### config.mk
export PLATFORM = sky130hd
export DESIGN_NAME = hit_miss_top
export DESIGN_NICKNAME = d
export VERILOG_FILES = /design/src/rtl/hit_miss_pkg.sv /design/src/rtl/hit_miss_ctrl.sv /design/src/rtl/tag_store.sv /design/src/rtl/miss_counters.sv /design/src/rtl/lock_table.sv /design/src/rtl/hit_miss_top.sv
export SDC_FILE = /design/constraint.sdc
export NUM_CORES = 1
export LEC_CHECK = 0
export BUFFER_PORTS_ARGS = -buffer_cell sky130_fd_sc_hd__buf_2
export CAP_MARGIN = 40
export CORE_ASPECT_RATIO = 1.4
export CORE_MARGIN = 3
export CORE_UTILIZATION = 60
export DETAILED_ROUTE_END_ITERATION = 8
export GPL_ROUTABILITY_DRIVEN = 0
export HOLD_SLACK_MARGIN = 0.05
export PLACE_DENSITY = 0.76
export SYNTH_ARGS = -nofsm -noshare
export SYNTH_HDL_FRONTEND = slang
export SYNTH_SLANG_ARGS = --single-unit
### constraint.sdc
create_clock -name clk_i -period 6.4 [get_ports clk_i]
set_input_delay 1.6 -clock clk_i [delete_from_list [all_inputs] [get_ports clk_i]]
set_output_delay 1.6 -clock clk_i [all_outputs]
set_load 0.02 [all_outputs]
### src/rtl/hit_miss_pkg.sv
package hit_miss_pkg;

  //////////////////////////////////////////////////////////////////////
  // cache geometry
  //////////////////////////////////////////////////////////////////////

  // address split: tag | index | offset
  localparam int unsigned ADDR_W   = 16;
  localparam int unsigned OFFSET_W = 4;
  localparam int unsigned INDEX_W  = 4;
  localparam int unsigned TAG_W    = ADDR_W - OFFSET_W - INDEX_W;
  localparam int unsigned NUM_SETS = 2 ** INDEX_W;
  localparam int unsigned NUM_WAYS = 2;
  localparam int unsigned ID_W     = 2;
  // a miss counter saturates at its all-ones value
  localparam int unsigned CNT_W    = 2;

  //////////////////////////////////////////////////////////////////////
  // vector types
  //////////////////////////////////////////////////////////////////////

  typedef logic [ADDR_W-1:0]   addr_t;
  typedef logic [INDEX_W-1:0]  index_t;
  typedef logic [TAG_W-1:0]    tag_t;
  typedef logic [ID_W-1:0]     id_t;
  // one-hot way select
  typedef logic [NUM_WAYS-1:0] way_t;
  typedef logic [CNT_W-1:0]    cnt_t;

  // controller sequence
  typedef enum logic [1:0] {INIT, IDLE, LOOKUP, ROUTE} ctrl_state_e;

endpackage

### src/rtl/hit_miss_ctrl.sv
module hit_miss_ctrl import hit_miss_pkg::*; (
  input  logic   clk_i,
  input  logic   rst_i,
  // incoming descriptor
  input  logic   valid_i,
  input  addr_t  addr_i,
  input  id_t    id_i,
  input  logic   rw_i,
  output logic   ready_o,
  // hand-off paths
  output logic   hit_valid_o,
  input  logic   hit_ready_i,
  output logic   miss_valid_o,
  input  logic   miss_ready_i,
  output addr_t  out_addr_o,
  output id_t    out_id_o,
  output logic   out_rw_o,
  output way_t   way_o,
  output logic   refill_o,
  output logic   evict_o,
  output tag_t   evict_tag_o,
  // tag store
  input  logic   init_done_i,
  input  way_t   way_i,
  input  logic   hit_i,
  input  logic   evict_i,
  input  tag_t   evict_tag_i,
  output logic   lookup_o,
  output index_t index_o,
  output tag_t   tag_o,
  output logic   dirty_o,
  output logic   commit_o,
  // lock table
  input  logic   locked_i,
  output logic   lock_set_o,
  output index_t lock_index_o,
  output way_t   lock_way_o,
  // miss counters
  input  logic   to_miss_i,
  input  logic   full_i,
  output logic   cnt_up_o,
  output id_t    cnt_id_o
);

  ctrl_state_e state_q;
  ctrl_state_e state_d;

  // descriptor held in the unit
  addr_t addr_q;
  id_t   id_q;
  logic  rw_q;

  // registered tag store answer
  way_t  way_q;
  logic  hit_q;
  logic  evict_q;
  tag_t  evict_tag_q;

  logic  stall;
  logic  to_hit;
  logic  xfer_hit;
  logic  xfer_miss;

  //////////////////////////////////////////////////////////////////////
  // acceptance and lookup request
  //////////////////////////////////////////////////////////////////////

  // only one descriptor in flight, so accept in IDLE only
  assign ready_o  = (state_q == IDLE) & valid_i;
  // lookup goes out in the accept cycle, straight from the input address
  assign lookup_o = ready_o;
  assign index_o  = addr_i[OFFSET_W +: INDEX_W];
  assign tag_o    = addr_i[OFFSET_W + INDEX_W +: TAG_W];
  // writes mark the line dirty
  assign dirty_o  = rw_i;

  //////////////////////////////////////////////////////////////////////
  // routing
  //////////////////////////////////////////////////////////////////////

  // locked line or full id counter holds the descriptor back
  assign stall  = locked_i | full_i;
  // a hit takes the bypass only when no earlier miss of its id is pending
  assign to_hit = hit_q & ~to_miss_i;

  assign hit_valid_o  = (state_q == ROUTE) & ~stall & to_hit;
  assign miss_valid_o = (state_q == ROUTE) & ~stall & ~to_hit;
  assign xfer_hit     = hit_valid_o & hit_ready_i;
  assign xfer_miss    = miss_valid_o & miss_ready_i;

  // descriptor outputs come from registers and hold under back-pressure
  assign out_addr_o  = addr_q;
  assign out_id_o    = id_q;
  assign out_rw_o    = rw_q;
  assign way_o       = way_q;
  // forced misses keep refill low, the line is already present
  assign refill_o    = ~hit_q;
  assign evict_o     = evict_q;
  assign evict_tag_o = evict_tag_q;

  // lock the line on any hand-off
  assign lock_set_o   = xfer_hit | xfer_miss;
  assign lock_index_o = addr_q[OFFSET_W +: INDEX_W];
  assign lock_way_o   = way_q;
  // count every miss path transfer against the id
  assign cnt_up_o = xfer_miss;
  assign cnt_id_o = id_q;
  // victim fill on miss path, dirty update on hit write
  assign commit_o = xfer_miss | (xfer_hit & rw_q);

  //////////////////////////////////////////////////////////////////////
  // state machine
  //////////////////////////////////////////////////////////////////////

  always_comb begin
    state_d = state_q;
    case (state_q)
      INIT:    if (init_done_i) state_d = IDLE;
      IDLE:    if (ready_o) state_d = LOOKUP;
      // tag store answer is valid here, captured below
      LOOKUP:  state_d = ROUTE;
      ROUTE:   if (xfer_hit | xfer_miss) state_d = IDLE;
      default: state_d = INIT;
    endcase
  end

  always_ff @(posedge clk_i) begin
    if (rst_i) begin
      state_q <= INIT;
    end else begin
      state_q <= state_d;
    end
  end

  // payload registers
  always_ff @(posedge clk_i) begin
    if (ready_o) begin
      addr_q <= addr_i;
      id_q   <= id_i;
      rw_q   <= rw_i;
    end
    if (state_q == LOOKUP) begin
      way_q       <= way_i;
      hit_q       <= hit_i;
      evict_q     <= evict_i;
      evict_tag_q <= evict_tag_i;
    end
  end

endmodule

### src/rtl/tag_store.sv
module tag_store import hit_miss_pkg::*; #(
  // cycles of the clear sweep, at least NUM_SETS
  parameter int unsigned SWEEP_LEN = 16
) (
  input  logic   clk_i,
  input  logic   rst_i,
  input  logic   lookup_i,
  input  index_t index_i,
  input  tag_t   tag_i,
  input  logic   dirty_i,
  input  logic   commit_i,
  output logic   init_done_o,
  output way_t   way_o,
  output logic   hit_o,
  output logic   evict_o,
  output tag_t   evict_tag_o
);

  localparam int unsigned SWEEP_W = (SWEEP_LEN > 1) ? $clog2(SWEEP_LEN) : 1;

  // storage arrays
  way_t   valid_q [NUM_SETS];
  way_t   dirty_q [NUM_SETS];
  tag_t   tag_q   [NUM_SETS][NUM_WAYS];

  logic [SWEEP_W-1:0] sweep_cnt;
  index_t             sweep_idx;
  // victim pointer, one-hot, global over all sets
  way_t               rr_q;

  // request kept from lookup until commit
  index_t req_index_q;
  tag_t   req_tag_q;
  logic   req_dirty_q;

  // lookup of the addressed set
  way_t   row_valid;
  way_t   row_dirty;
  way_t   match;
  way_t   free;
  way_t   victim;
  tag_t   victim_tag;
  logic   lookup_hit;

  //////////////////////////////////////////////////////////////////////
  // lookup and victim choice
  //////////////////////////////////////////////////////////////////////

  always_comb begin
    row_valid  = valid_q[index_i];
    row_dirty  = dirty_q[index_i];
    match      = '0;
    victim_tag = '0;
    for (int w = 0; w < NUM_WAYS; w++) begin
      match[w] = row_valid[w] && (tag_q[index_i][w] == tag_i);
    end
    lookup_hit = |match;
    // lowest invalid way first, else round robin
    free   = ~row_valid;
    victim = (|free) ? (free & (~free + way_t'(1))) : rr_q;
    for (int w = 0; w < NUM_WAYS; w++) begin
      if (victim[w]) victim_tag = tag_q[index_i][w];
    end
  end

  // answer appears one cycle after the request
  always_ff @(posedge clk_i) begin
    if (lookup_i) begin
      req_index_q <= index_i;
      req_tag_q   <= tag_i;
      req_dirty_q <= dirty_i;
      hit_o       <= lookup_hit;
      way_o       <= lookup_hit ? match : victim;
      // evict only a valid dirty victim
      evict_o     <= ~lookup_hit & (|(victim & row_valid & row_dirty));
      evict_tag_o <= lookup_hit ? '0 : victim_tag;
    end
  end

  //////////////////////////////////////////////////////////////////////
  // sweep counter and victim pointer
  //////////////////////////////////////////////////////////////////////

  assign sweep_idx = index_t'(sweep_cnt);

  always_ff @(posedge clk_i) begin
    if (rst_i) begin
      sweep_cnt   <= '0;
      init_done_o <= 1'b0;
      rr_q        <= way_t'(1);
    end else begin
      if (!init_done_o) begin
        sweep_cnt <= sweep_cnt + 1'b1;
        if (sweep_cnt == SWEEP_W'(SWEEP_LEN - 1)) init_done_o <= 1'b1;
      end
      // pointer moves on every miss fill
      if (commit_i && !hit_o) begin
        rr_q <= {rr_q[NUM_WAYS-2:0], rr_q[NUM_WAYS-1]};
      end
    end
  end

  //////////////////////////////////////////////////////////////////////
  // array writes
  //////////////////////////////////////////////////////////////////////

  always_ff @(posedge clk_i) begin
    if (!init_done_o) begin
      // one set cleared per cycle
      valid_q[sweep_idx] <= '0;
      dirty_q[sweep_idx] <= '0;
      for (int w = 0; w < NUM_WAYS; w++) begin
        tag_q[sweep_idx][w] <= '0;
      end
    end else if (commit_i) begin
      for (int w = 0; w < NUM_WAYS; w++) begin
        if (way_o[w]) begin
          if (hit_o) begin
            // line present, a write only sets dirty
            dirty_q[req_index_q][w] <= dirty_q[req_index_q][w] | req_dirty_q;
          end else begin
            tag_q[req_index_q][w]   <= req_tag_q;
            valid_q[req_index_q][w] <= 1'b1;
            dirty_q[req_index_q][w] <= req_dirty_q;
          end
        end
      end
    end
  end

endmodule

### src/rtl/miss_counters.sv
module miss_counters import hit_miss_pkg::*; #(
  parameter int unsigned NUM_IDS = 4
) (
  input  logic clk_i,
  input  logic rst_i,
  input  logic cnt_up_i,
  input  id_t  cnt_id_i,
  input  logic cnt_down_i,
  input  id_t  cnt_down_id_i,
  output logic to_miss_o,
  output logic full_o
);

  localparam cnt_t CNT_MAX = '1;

  cnt_t               cnt_q [NUM_IDS];
  cnt_t               cur_cnt;
  logic [NUM_IDS-1:0] up_sel;
  logic [NUM_IDS-1:0] down_sel;

  // decode up and down strobes per id, and pick the queried counter
  always_comb begin
    cur_cnt = '0;
    for (int i = 0; i < NUM_IDS; i++) begin
      up_sel[i]   = cnt_up_i && (cnt_id_i == id_t'(i));
      down_sel[i] = cnt_down_i && (cnt_down_id_i == id_t'(i));
      if (cnt_id_i == id_t'(i)) cur_cnt = cnt_q[i];
    end
  end

  // saturating in both directions, simultaneous up and down cancel
  always_ff @(posedge clk_i) begin
    if (rst_i) begin
      for (int i = 0; i < NUM_IDS; i++) cnt_q[i] <= '0;
    end else begin
      for (int i = 0; i < NUM_IDS; i++) begin
        if (up_sel[i] && !down_sel[i] && (cnt_q[i] != CNT_MAX)) begin
          cnt_q[i] <= cnt_q[i] + 1'b1;
        end else if (down_sel[i] && !up_sel[i] && (cnt_q[i] != '0)) begin
          cnt_q[i] <= cnt_q[i] - 1'b1;
        end
      end
    end
  end

  // misses outstanding, hits must follow them
  assign to_miss_o = |cur_cnt;
  assign full_o    = (cur_cnt == CNT_MAX);

endmodule

### src/rtl/lock_table.sv
module lock_table import hit_miss_pkg::*; (
  input  logic   clk_i,
  input  logic   rst_i,
  // lock request from the controller, also the query
  input  logic   lock_set_i,
  input  index_t lock_index_i,
  input  way_t   lock_way_i,
  // single unlock channel
  input  logic   unlock_req_i,
  input  index_t unlock_index_i,
  input  way_t   unlock_way_i,
  output logic   locked_o,
  output logic   unlock_gnt_o
);

  // one bit per set and way
  way_t lock_q [NUM_SETS];

  // line still in use downstream
  assign locked_o = |(lock_q[lock_index_i] & lock_way_i);

  // a lock set takes the cycle, the unlock retries
  assign unlock_gnt_o = unlock_req_i & ~lock_set_i;

  always_ff @(posedge clk_i) begin
    if (rst_i) begin
      for (int s = 0; s < NUM_SETS; s++) lock_q[s] <= '0;
    end else begin
      for (int s = 0; s < NUM_SETS; s++) begin
        if (lock_set_i && (lock_index_i == index_t'(s))) begin
          lock_q[s] <= lock_q[s] | lock_way_i;
        end else if (unlock_gnt_o && (unlock_index_i == index_t'(s))) begin
          lock_q[s] <= lock_q[s] & ~unlock_way_i;
        end
      end
    end
  end

endmodule

### src/rtl/hit_miss_top.sv
module hit_miss_top import hit_miss_pkg::*; #(
  parameter int unsigned NUM_IDS   = 4,
  parameter int unsigned SWEEP_LEN = 16
) (
  input  logic   clk_i,
  input  logic   rst_i,
  // descriptor in
  input  logic   valid_i,
  input  addr_t  addr_i,
  input  id_t    id_i,
  input  logic   rw_i,
  output logic   ready_o,
  // descriptor out
  output logic   hit_valid_o,
  input  logic   hit_ready_i,
  output logic   miss_valid_o,
  input  logic   miss_ready_i,
  output addr_t  out_addr_o,
  output id_t    out_id_o,
  output logic   out_rw_o,
  output way_t   way_o,
  output logic   refill_o,
  output logic   evict_o,
  output tag_t   evict_tag_o,
  // unlock channel
  input  logic   unlock_req_i,
  input  index_t unlock_index_i,
  input  way_t   unlock_way_i,
  output logic   unlock_gnt_o,
  // miss counter release
  input  logic   cnt_down_i,
  input  id_t    cnt_down_id_i
);

  //////////////////////////////////////////////////////////////////////
  // internal wires
  //////////////////////////////////////////////////////////////////////

  // controller to tag store
  logic   lookup;
  index_t ts_index;
  tag_t   ts_tag;
  logic   ts_dirty;
  logic   commit;
  logic   init_done;
  way_t   ts_way;
  logic   ts_hit;
  logic   ts_evict;
  tag_t   ts_evict_tag;
  // controller to lock table
  logic   lock_set;
  index_t lock_index;
  way_t   lock_way;
  logic   locked;
  // controller to miss counters
  logic   cnt_up;
  id_t    cnt_id;
  logic   to_miss;
  logic   cnt_full;

  hit_miss_ctrl i_ctrl (
    .clk_i, .rst_i, .valid_i, .addr_i, .id_i, .rw_i, .ready_o,
    .hit_valid_o, .hit_ready_i, .miss_valid_o, .miss_ready_i,
    .out_addr_o, .out_id_o, .out_rw_o, .way_o, .refill_o, .evict_o, .evict_tag_o,
    .init_done_i  (init_done),
    .way_i        (ts_way),
    .hit_i        (ts_hit),
    .evict_i      (ts_evict),
    .evict_tag_i  (ts_evict_tag),
    .lookup_o     (lookup),
    .index_o      (ts_index),
    .tag_o        (ts_tag),
    .dirty_o      (ts_dirty),
    .commit_o     (commit),
    .locked_i     (locked),
    .lock_set_o   (lock_set),
    .lock_index_o (lock_index),
    .lock_way_o   (lock_way),
    .to_miss_i    (to_miss),
    .full_i       (cnt_full),
    .cnt_up_o     (cnt_up),
    .cnt_id_o     (cnt_id)
  );

  tag_store #(.SWEEP_LEN(SWEEP_LEN)) i_tag_store (
    .clk_i, .rst_i,
    .lookup_i    (lookup),
    .index_i     (ts_index),
    .tag_i       (ts_tag),
    .dirty_i     (ts_dirty),
    .commit_i    (commit),
    .init_done_o (init_done),
    .way_o       (ts_way),
    .hit_o       (ts_hit),
    .evict_o     (ts_evict),
    .evict_tag_o (ts_evict_tag)
  );

  miss_counters #(.NUM_IDS(NUM_IDS)) i_miss_counters (
    .clk_i, .rst_i, .cnt_down_i, .cnt_down_id_i,
    .cnt_up_i  (cnt_up),
    .cnt_id_i  (cnt_id),
    .to_miss_o (to_miss),
    .full_o    (cnt_full)
  );

  lock_table i_lock_table (
    .clk_i, .rst_i, .unlock_req_i, .unlock_index_i, .unlock_way_i, .unlock_gnt_o,
    .lock_set_i   (lock_set),
    .lock_index_i (lock_index),
    .lock_way_i   (lock_way),
    .locked_o     (locked)
  );

endmodule

==> flow_summary.yaml, run 1 <==
die:
  core_area_um2: 30300
  die_x_um: 155
  die_h_um: 214
  rows: 75
  initial_utilization_pct: 61.5
  top_level_ports: 69
  die_area_um2: 33200
synthesis:
  avgSynthCellArea_um2: 16.0
  synthesis.instances: 1165
  synth_ff_type: "edfxtp_1"
  yosys_warnings: 0
  synth_fp_nets: 1206
  yosys.cell_types.count: 64
  yosys.area.top_type: "edfxtp_1"
  async_flop_share_pct: 0
  synth_area_leaders: "edfxtp_1 65%, mux4_2 12%, mux2i_1 4.8%"
  synth-edff-count: 403
  synth_top_area_share_pct: 65.0
  synth_seq_cells: 416
  synth_seq_area_share_pct: 66.4
  synth_area_um2: 18600
clock_network:
  numCtsBuffers: 39
  cts.path.max_buffers: 3
  insertion_delay_ps: 540
  h-tree-depth: 2
  post_cts_buffers: 0
  cts_hold_buf: 0
  cts_num_sinks: 416
  cts_tree: "done"
  cts_root_buf: "clkbuf_16"
  ctsResizeCount: 0
  clkSlewWorstSetupHoldPaths_ps: 60
timing:
  hold_ws_ps: 418
  finalMaxSlewViolations: 0
  period_needed_ps: 5090
  tightest_slew_ps: 891
  fin_skew_ps: 16.7
  max_freq_ghz: 0.196
  finalHoldViolations: 0
  rsz0062_at_grt: "false"
  min_period_over_period_pct: 79.6
  fin_tns_setup_ps: 0
  slew_headroom_pct: 40.5
  setup_viol_count_final: 0
drt:
  drc: 0
  postRouteAntennaNets: 0
  drt_wl_total_um: 44400
  dr.pass1.iters: 6
  vias: 11200
  drtIter0Drc: 1161
  maxUsedRoutingLayer: "met4"
  drt-wirelength-per-cell_um: 26.3
  drt-met1-wl_um: 15800
  dr_wl_met3_um: 3380
  routed-wl-met2_um: 23500
  via_per_inst: 6.64
setup_path:
  cp_slowest_stage_delay_ps: 760
  crit_required_ps: 4800
  worstReg2RegEnd: "i_tag_store.tag_q[8][1]"
  cp-end-kind: "output port"
  path_cells: "mux4_2, mux2i_1, o32ai_2, or4_4, and2_2, buf_2"
  arrival_ps: 3490
  crit_fanout: 10
  critPathKind: "register to output port"
  cp_slowest_cell: "dfxtp_1"
  crit_path_start_kind: "register"
  reg2regPathDepth: 8
  r2r_setup_slack_ps: 1720
power:
  power_density_nw_per_um2: 283
  p_leak_nw: 7.87
  ir_worst_vdd_mv: 0.268
layout:
  antennaDiodeCount: 0
  layout-drive-gt1-share_pct: 25.0
  seqCellArea_um2: 12400
  area_growth_pct: 12.4
  fill_cells: 1985
  multiInputGateArea_um2: 5890
  final_net_count: 1314
min_path:
  hold_path_class: "register to register"
  hold_start: "i_tag_store.evict_tag_o[2]"
  min_to: "i_ctrl.evict_tag_o[2]"
  min_delay_path_depth: 0
global_routing:
  grt_overflow: 0
  grt_max_degree: 36
  grt_pass1_wl_um: 67400
  antenna_found_initial: 0
  track_usage_pct: 26.8
  grt_pass1_vias: 11300
placement:
  io_buffers: 68
  hpwl_um: 30300
run_status:
  status: "completed"
job:
  drv_cap: 0
## per-stage QoR
stage	util (%)	worst slack, ps	cell area (um^2)	power, mW	cells
finish	69.1	1310	20900	5.92	1687
detailed placement	65.1	1370	19700	3.76	1615
floorplan	-	2220	18600	3.57	1165
global route	69.1	1230	20900	6.10	1687
global placement	64.0	1430	19400	3.74	1580
CTS	69.0	1310	20900	5.94	1685
## layout by cell type (no fill, tap or decap), types with 17 or more instances in the layout
cell type	n
nor3_1	27
edfxtp_1	403
inv_1	20
clkbuf_16	40
nand2_1	59
mux2i_1	89
buf_2	69
nand3_1	21
nor2_1	123
mux4_2	100
xnor2_1	17
nand2b_1	17
buf_4	52
a21oi_1	34
## synthesized netlist by cell type (all sizes together) (2+ instances only)
master / instances
nand4: 6
mux4: 100
mux2: 6
a211o: 3
xnor2: 17
o21bai: 2
mux2i: 89
or4: 3
nor4: 7
nand2: 59
a21oi: 34
a211oi: 3
nor4b: 2
a22oi: 10
a31o: 12
inv: 20
o311ai: 8
o21ai: 13
nor2: 123
o211a: 2
and3: 4
xor2: 6
o31ai: 3
and2: 11
edfxtp: 403
nor3: 28
dfxtp: 13
nand3: 21
o211ai: 4
nand2b: 17
buf: 40
nor2b: 9
or3: 5
a31oi: 16
a21boi: 6
clkbuf: 30
nand3b: 6
ha: 7
or2: 6
## routing by layer
metal	track usage (%)	up-vias
li1	-	4809
met1	34.3	5659
met2	46.8	618
met3	3.35	116
met4	10.5	0
met5	0	-
## sequential cells by signal, indices dropped and copies added (netlist names), 4 cells and up, named ones only
register,cells
i_lock_table.lock_q,32
i_tag_store.evict_tag_o,8
i_tag_store.tag_q,256
i_tag_store.sweep_cnt,4
i_ctrl.evict_tag_o,8
i_ctrl.out_addr_o,16
i_miss_counters.cnt_q,8
i_tag_store.valid_q,32
i_tag_store.dirty_q,32
## worst max path at each step
stage,cells after the start,slack [ps],startpoint,endpoint
after global routing,6,1230,register,unlock_gnt_o
final,6,1310,register,unlock_gnt_o
after detailed placement,9,1370,addr_i[5],i_tag_store.way_o[0]
after CTS,6,1310,register,unlock_gnt_o
after global placement,9,1430,addr_i[5],i_tag_store.evict_tag_o[2]
after floorplan,10,2220,addr_i[5],i_tag_store.evict_tag_o[2]
## worst max-delay path: cells and delay by family, from the launching register on
| kind | cells | cell delay, ps |
|---|---|---|
| mux | 2 | 940 |
| simple gates | 2 | 890 |
| flops | 1 | 760 |
| compound gates | 1 | 210 |
| buf+inv | 1 | 150 |
## report_power, final
group          switching [mW]  leakage, nW  internal (mW)
clock                   0.978        0.583           1.24
sequential             0.0974         4.36           3.07
combinational           0.312         2.93          0.225
## cell type report
class	count	share of cell area, %
flip-flops and latches	416	59.0
clock buffers	51	4.98
well taps	385	2.30
multi-input cells	659	28.1
inverters	20	0.358
clock inverters	19	0.795
repair buffers	137	4.42
## logic make-up after synthesis
group / share of synthesized area [%]
AO/OA/AOI/OAI: 4.81
flip-flops: 66.4
buffers and inverters: 2.16
multiplexers: 17.2
AND/OR/NAND/NOR: 7.90
adder cells (fa/ha/maj): 0.470
XOR/XNOR: 1.08
Power figures use the tool's default switching activity.
==> run 2, diff against run 1 <==
==> constraint.sdc (replaced) <==
create_clock -name clk_i -period 5.15 [get_ports clk_i]
set_input_delay 1.2875 -clock clk_i [delete_from_list [all_inputs] [get_ports clk_i]]
set_output_delay 1.2875 -clock clk_i [all_outputs]
set_load 0.02 [all_outputs]
==> flow_summary.yaml, run 2 (same netlist as run 1, synthesis figures left out) <==
timing:
  tightest_slew_ps: 865
  fin_skew_ps: 26.1
  finalHoldViolations: 0
  min_period_over_period_pct: 87.9
  period_needed_ps: 4530
  fin_tns_setup_ps: 0
  setup_viol_count_final: 0
  finalMaxSlewViolations: 0
  max_freq_ghz: 0.221
  slew_headroom_pct: 41.6
  rsz0062_at_grt: "false"
min_path:
  hold_path_class: "register to register"
  min_delay_path_depth: 0
  min_to: "i_ctrl.evict_tag_o[5]"
  hold_start: "i_tag_store.evict_tag_o[5]"
layout:
  final_cell_mix: "403 x edfxtp_1, 123 x nor2_1, 100 x mux4_2"
  layout-drive-gt1-share_pct: 25.7
  area_growth_pct: 12.8
  antennaDiodeCount: 0
  final_net_count: 1316
  finish.utilization_pct: 69.3
  layout_commonest_cell: "edfxtp_1"
  largest_reg_flops: 256
  regMostFlops: "i_tag_store.tag_q"
  fill_cells: 1949
  fin_cells: 1690
clock_network:
  h-tree-depth: 2
  cts.path.max_buffers: 3
  numCtsBuffers: 39
  cts_root_buf: "clkbuf_16"
  post_cts_buffers: 0
  clkSlewWorstSetupHoldPaths_ps: 60
  ctsResizeCount: 0
  insertion_delay_ps: 550
  cts_tree: "done"
  cts_hold_buf: 0
  cts_num_sinks: 416
drt:
  drt_wl_total_um: 45300
  via_per_inst: 6.64
  dr.pass1.iters: 9
  drc: 0
  drt-met1-wl_um: 15800
  vias: 11200
  dr_wl_met3_um: 3620
  drtIter0Drc: 1264
  postRouteAntennaNets: 0
  routed-wl-met2_um: 23800
  drt-wirelength-per-cell_um: 26.8
  maxUsedRoutingLayer: "met4"
setup_path:
  reg2regPathDepth: 11
  worstReg2RegEnd: "i_tag_store.tag_q[10][14]"
  path_cells: "buf_4, mux4_2, mux2i_1, o32ai_2, or4_4, and2_2, buf_2"
  cp_slowest_cell: "or4_4"
  cp-end-kind: "output port"
  r2r_setup_slack_ps: 1190
  crit_fanout: 10
  arrival_ps: 3240
  critPathKind: "register to output port"
  crit_required_ps: 3860
  crit_path_start_kind: "register"
  cp_slowest_stage_delay_ps: 640
global_routing:
  track_usage_pct: 27.4
  grt_max_degree: 39
  grt_pass1_wl_um: 68400
  grt_overflow: 0
  antenna_found_initial: 0
  grt_pass1_vias: 11300
die:
  die_x_um: 155
  die_h_um: 214
  top_level_ports: 69
  core_area_um2: 30300
  initial_utilization_pct: 61.5
  die_area_um2: 33200
  rows: 75
job:
  drv_cap: 0
placement:
  io_buffers: 68
  place_inst: 1618
  hpwl_um: 30100
power:
  p_leak_nw: 7.92
  ir_worst_vdd_mv: 0.334
  power_density_nw_per_um2: 358
run_status:
  status: "completed"
[run 2: per-stage QoR]
stage                     hold slack [ps]  power, mW  cell area [um^2]  worst slack (ps)
final                                 426       7.53             21000               624
after global placement                416       4.65             19600               930
after global routing                  445       7.75             21000               511
after detailed placement              405       4.67             19700               936
after floorplan                       400       4.43             18600              1290
after CTS                             431       7.56             21000               619
[run 2: worst max-delay path: cells and delay by family (launching register included)]
family | cells | cell delay [ps]
AO/OA/AOI/OAI | 1 | 190
buffers and inverters | 2 | 370
flip-flops | 1 | 600
multiplexers | 2 | 660
AND/OR/NAND/NOR | 2 | 880
[run 2: layout make-up]
| cell class | count | area (um^2) | area share, % |
|---|---|---|---|
| well taps | 385 | 482 | 2.29 |
| inverters | 20 | 75.1 | 0.357 |
| clock buffers | 47 | 1070 | 5.08 |
| repair buffers | 139 | 907 | 4.32 |
| flip-flops and latches | 416 | 12400 | 58.8 |
| clock inverters | 24 | 236 | 1.13 |
| multi-input cells | 659 | 5890 | 28.0 |
[run 2: routing by layer]
layer  vias up  global-route usage, %
met2       593                   47.4
met5         -                      0
met1      5670                   34.4
li1       4805                      -
met3       149                   4.42
met4         0                   11.7
[run 2: power by group]
| part | switching (mW) | total, mW | internal, mW |
|---|---|---|---|
| logic | 0.389 | 0.673 | 0.284 |
| clock network | 1.23 | 2.91 | 1.69 |
| registers | 0.119 | 3.94 | 3.82 |
| total | 1.73 | 7.53 | 5.79 |
[run 2: worst max-delay path by stage]
| stage | from | end | depth (start not counted) |
|---|---|---|---|
| floorplan | addr_i[5] | i_tag_store.evict_tag_o[2] | 10 |
| global placement | addr_i[4] | i_tag_store.way_o[1] | 10 |
| detailed placement | addr_i[4] | i_tag_store.way_o[1] | 10 |
| CTS | register | unlock_gnt_o | 7 |
| global route | register | unlock_gnt_o | 7 |
| finish | register | unlock_gnt_o | 7 |
==> run 3, diff against run 2 <==
==> constraint.sdc (replaced) <==
create_clock -name clk_i -period 4.4 [get_ports clk_i]
set_input_delay 1.1 -clock clk_i [delete_from_list [all_inputs] [get_ports clk_i]]
set_output_delay 1.1 -clock clk_i [all_outputs]
set_load 0.02 [all_outputs]
==> flow_summary.yaml, run 3 (same netlist as run 1, synthesis figures left out) <==
drt:
  postRouteAntennaNets: 0
  drtIter0Drc: 1124
  vias: 11100
  drt_wl_total_um: 44600
  dr.pass1.iters: 6
  drc: 0
  via_per_inst: 6.50
  drt-wirelength-per-cell_um: 26.2
timing:
  max_freq_ghz: 0.231
  fin_tns_setup_ps: 0
  fin_skew_ps: 13.6
  tightest_slew_ps: 854
  setup_viol_count_final: 0
  period_needed_ps: 4330
  finalMaxSlewViolations: 0
  hold_ws_ps: 434
  rsz0062_at_grt: "false"
  finalHoldViolations: 0
  worst_slack_ps: 68.8
  slew_headroom_pct: 42.6
  min_period_over_period_pct: 98.4
setup_path:
  reg2regPathDepth: 11
  cp_slowest_stage_delay_ps: 640
  crit_path_start_kind: "register"
  crit_fanout: 20
  crit_required_ps: 3300
  path_cells: "buf_12, mux4_2, mux2i_1, o32ai_2, or4_4, and2_2, buf_2"
  cp-end-kind: "output port"
  arrival_ps: 3230
  crit_path_end: "unlock_gnt_o"
  worstReg2RegEnd: "i_tag_store.tag_q[13][12]"
  cp_slowest_cell: "or4_4"
  r2r_setup_slack_ps: 630
  critPathKind: "register to output port"
job:
  drv_cap: 0
die:
  die_x_um: 155
  top_level_ports: 69
  core_area_um2: 30300
  rows: 75
  initial_utilization_pct: 61.5
  die_h_um: 214
  die_area_um2: 33200
layout:
  final_cell_mix: "403 x edfxtp_1, 123 x nor2_1, 100 x mux4_2"
  largest_reg_flops: 256
  area_growth_pct: 13.1
  antennaDiodeCount: 0
  layout-drive-gt1-share_pct: 25.8
  fill_cells: 1968
  regMostFlops: "i_tag_store.tag_q"
  final_net_count: 1328
  layout_commonest_cell: "edfxtp_1"
  seqCellArea_um2: 12400
  finish.utilization_pct: 69.5
  multiInputGateArea_um2: 5890
clock_network:
  clkSlewWorstSetupHoldPaths_ps: 60
  h-tree-depth: 2
  cts.path.max_buffers: 3
  ctsResizeCount: 0
  cts_hold_buf: 0
  cts_num_sinks: 416
  cts_root_buf: "clkbuf_16"
  insertion_delay_ps: 540
  numCtsBuffers: 39
  cts_tree: "done"
  post_cts_buffers: 0
power:
  power_density_nw_per_um2: 408
  p_leak_nw: 7.96
  design_power_total_mw: 8.60
  ir_worst_vdd_mv: 0.345
global_routing:
  antenna_found_initial: 0
  track_usage_pct: 27.0
  grt_overflow: 0
  grt_pass1_vias: 11200
  grt_pass1_wl_um: 67100
  grt_max_degree: 47
run_status:
  status: "completed"
placement:
  io_buffers: 68
  dpl_worst_slack_ps: 296
  hpwl_um: 29900
min_path:
  hold_path_class: "register to register"
-- run 3: cell count changes in the layout (fill, tap and decap cells not counted), sizes merged --
cell,delta
clkinvlp,-4
clkbuf,+2
clkinv,+2
bufinv,-2
buf,+12
inv,+1
-- run 3: report_power, final --
part | total (mW) | switching [mW] | internal (mW)
clock | 3.19 | 1.40 | 1.79
sequential | 4.60 | 0.128 | 4.47
combinational | 0.813 | 0.472 | 0.340
total | 8.60 | 2.00 | 6.60
-- run 3: critical path, delay by kind of cell, from the launching register on --
family,cells,cell delay (ps)
AOI/OAI and AO/OA,1,210
muxes,2,860
and+or+nand+nor,2,880
DFF,1,360
buffers and inverters,2,350
-- run 3: worst min-delay path by stage --
stage                               startpoint               endpoint  slack (ps)  depth (start not counted)
CTS                 i_tag_store.evict_tag_o[7]  i_ctrl.evict_tag_o[7]         440                          0
finish              i_tag_store.evict_tag_o[7]  i_ctrl.evict_tag_o[7]         430                          0
detailed placement  i_tag_store.evict_tag_o[7]  i_ctrl.evict_tag_o[7]         420                          0
floorplan                  i_tag_store.evict_o         i_ctrl.evict_o         400                          0
global placement    i_tag_store.evict_tag_o[5]  i_ctrl.evict_tag_o[5]         420                          0
global route        i_tag_store.evict_tag_o[7]  i_ctrl.evict_tag_o[7]         460                          0
-- run 3: per-layer routing --
metal	track usage, %	wire [um]	up-vias
met5	0	0	-
met4	11.9	2250	0
met3	3.96	3070	119
met2	46.4	23200	530
met1	34.2	16100	5562
li1	-	-	4839
-- run 3: layout make-up --
type                            instances  share of cell area, %
Tap cell                              385                   2.29
Multi-Input combinational cell        659                   27.9
Timing Repair Buffer                  151                   5.10
Inverter                               20                  0.356
Sequential cell                       416                   58.7
Clock buffer                           49                   4.91
Clock inverter                         21                  0.760
-- run 3: metrics by stage --
stage          cell area, um^2  instances
2_1_floorplan            18600       1165
3_3_place_gp             19800       1623
3_5_place_dp             19900       1631
4_1_cts                  21100       1701
5_1_grt                  21100       1701
6_report                 21100       1701
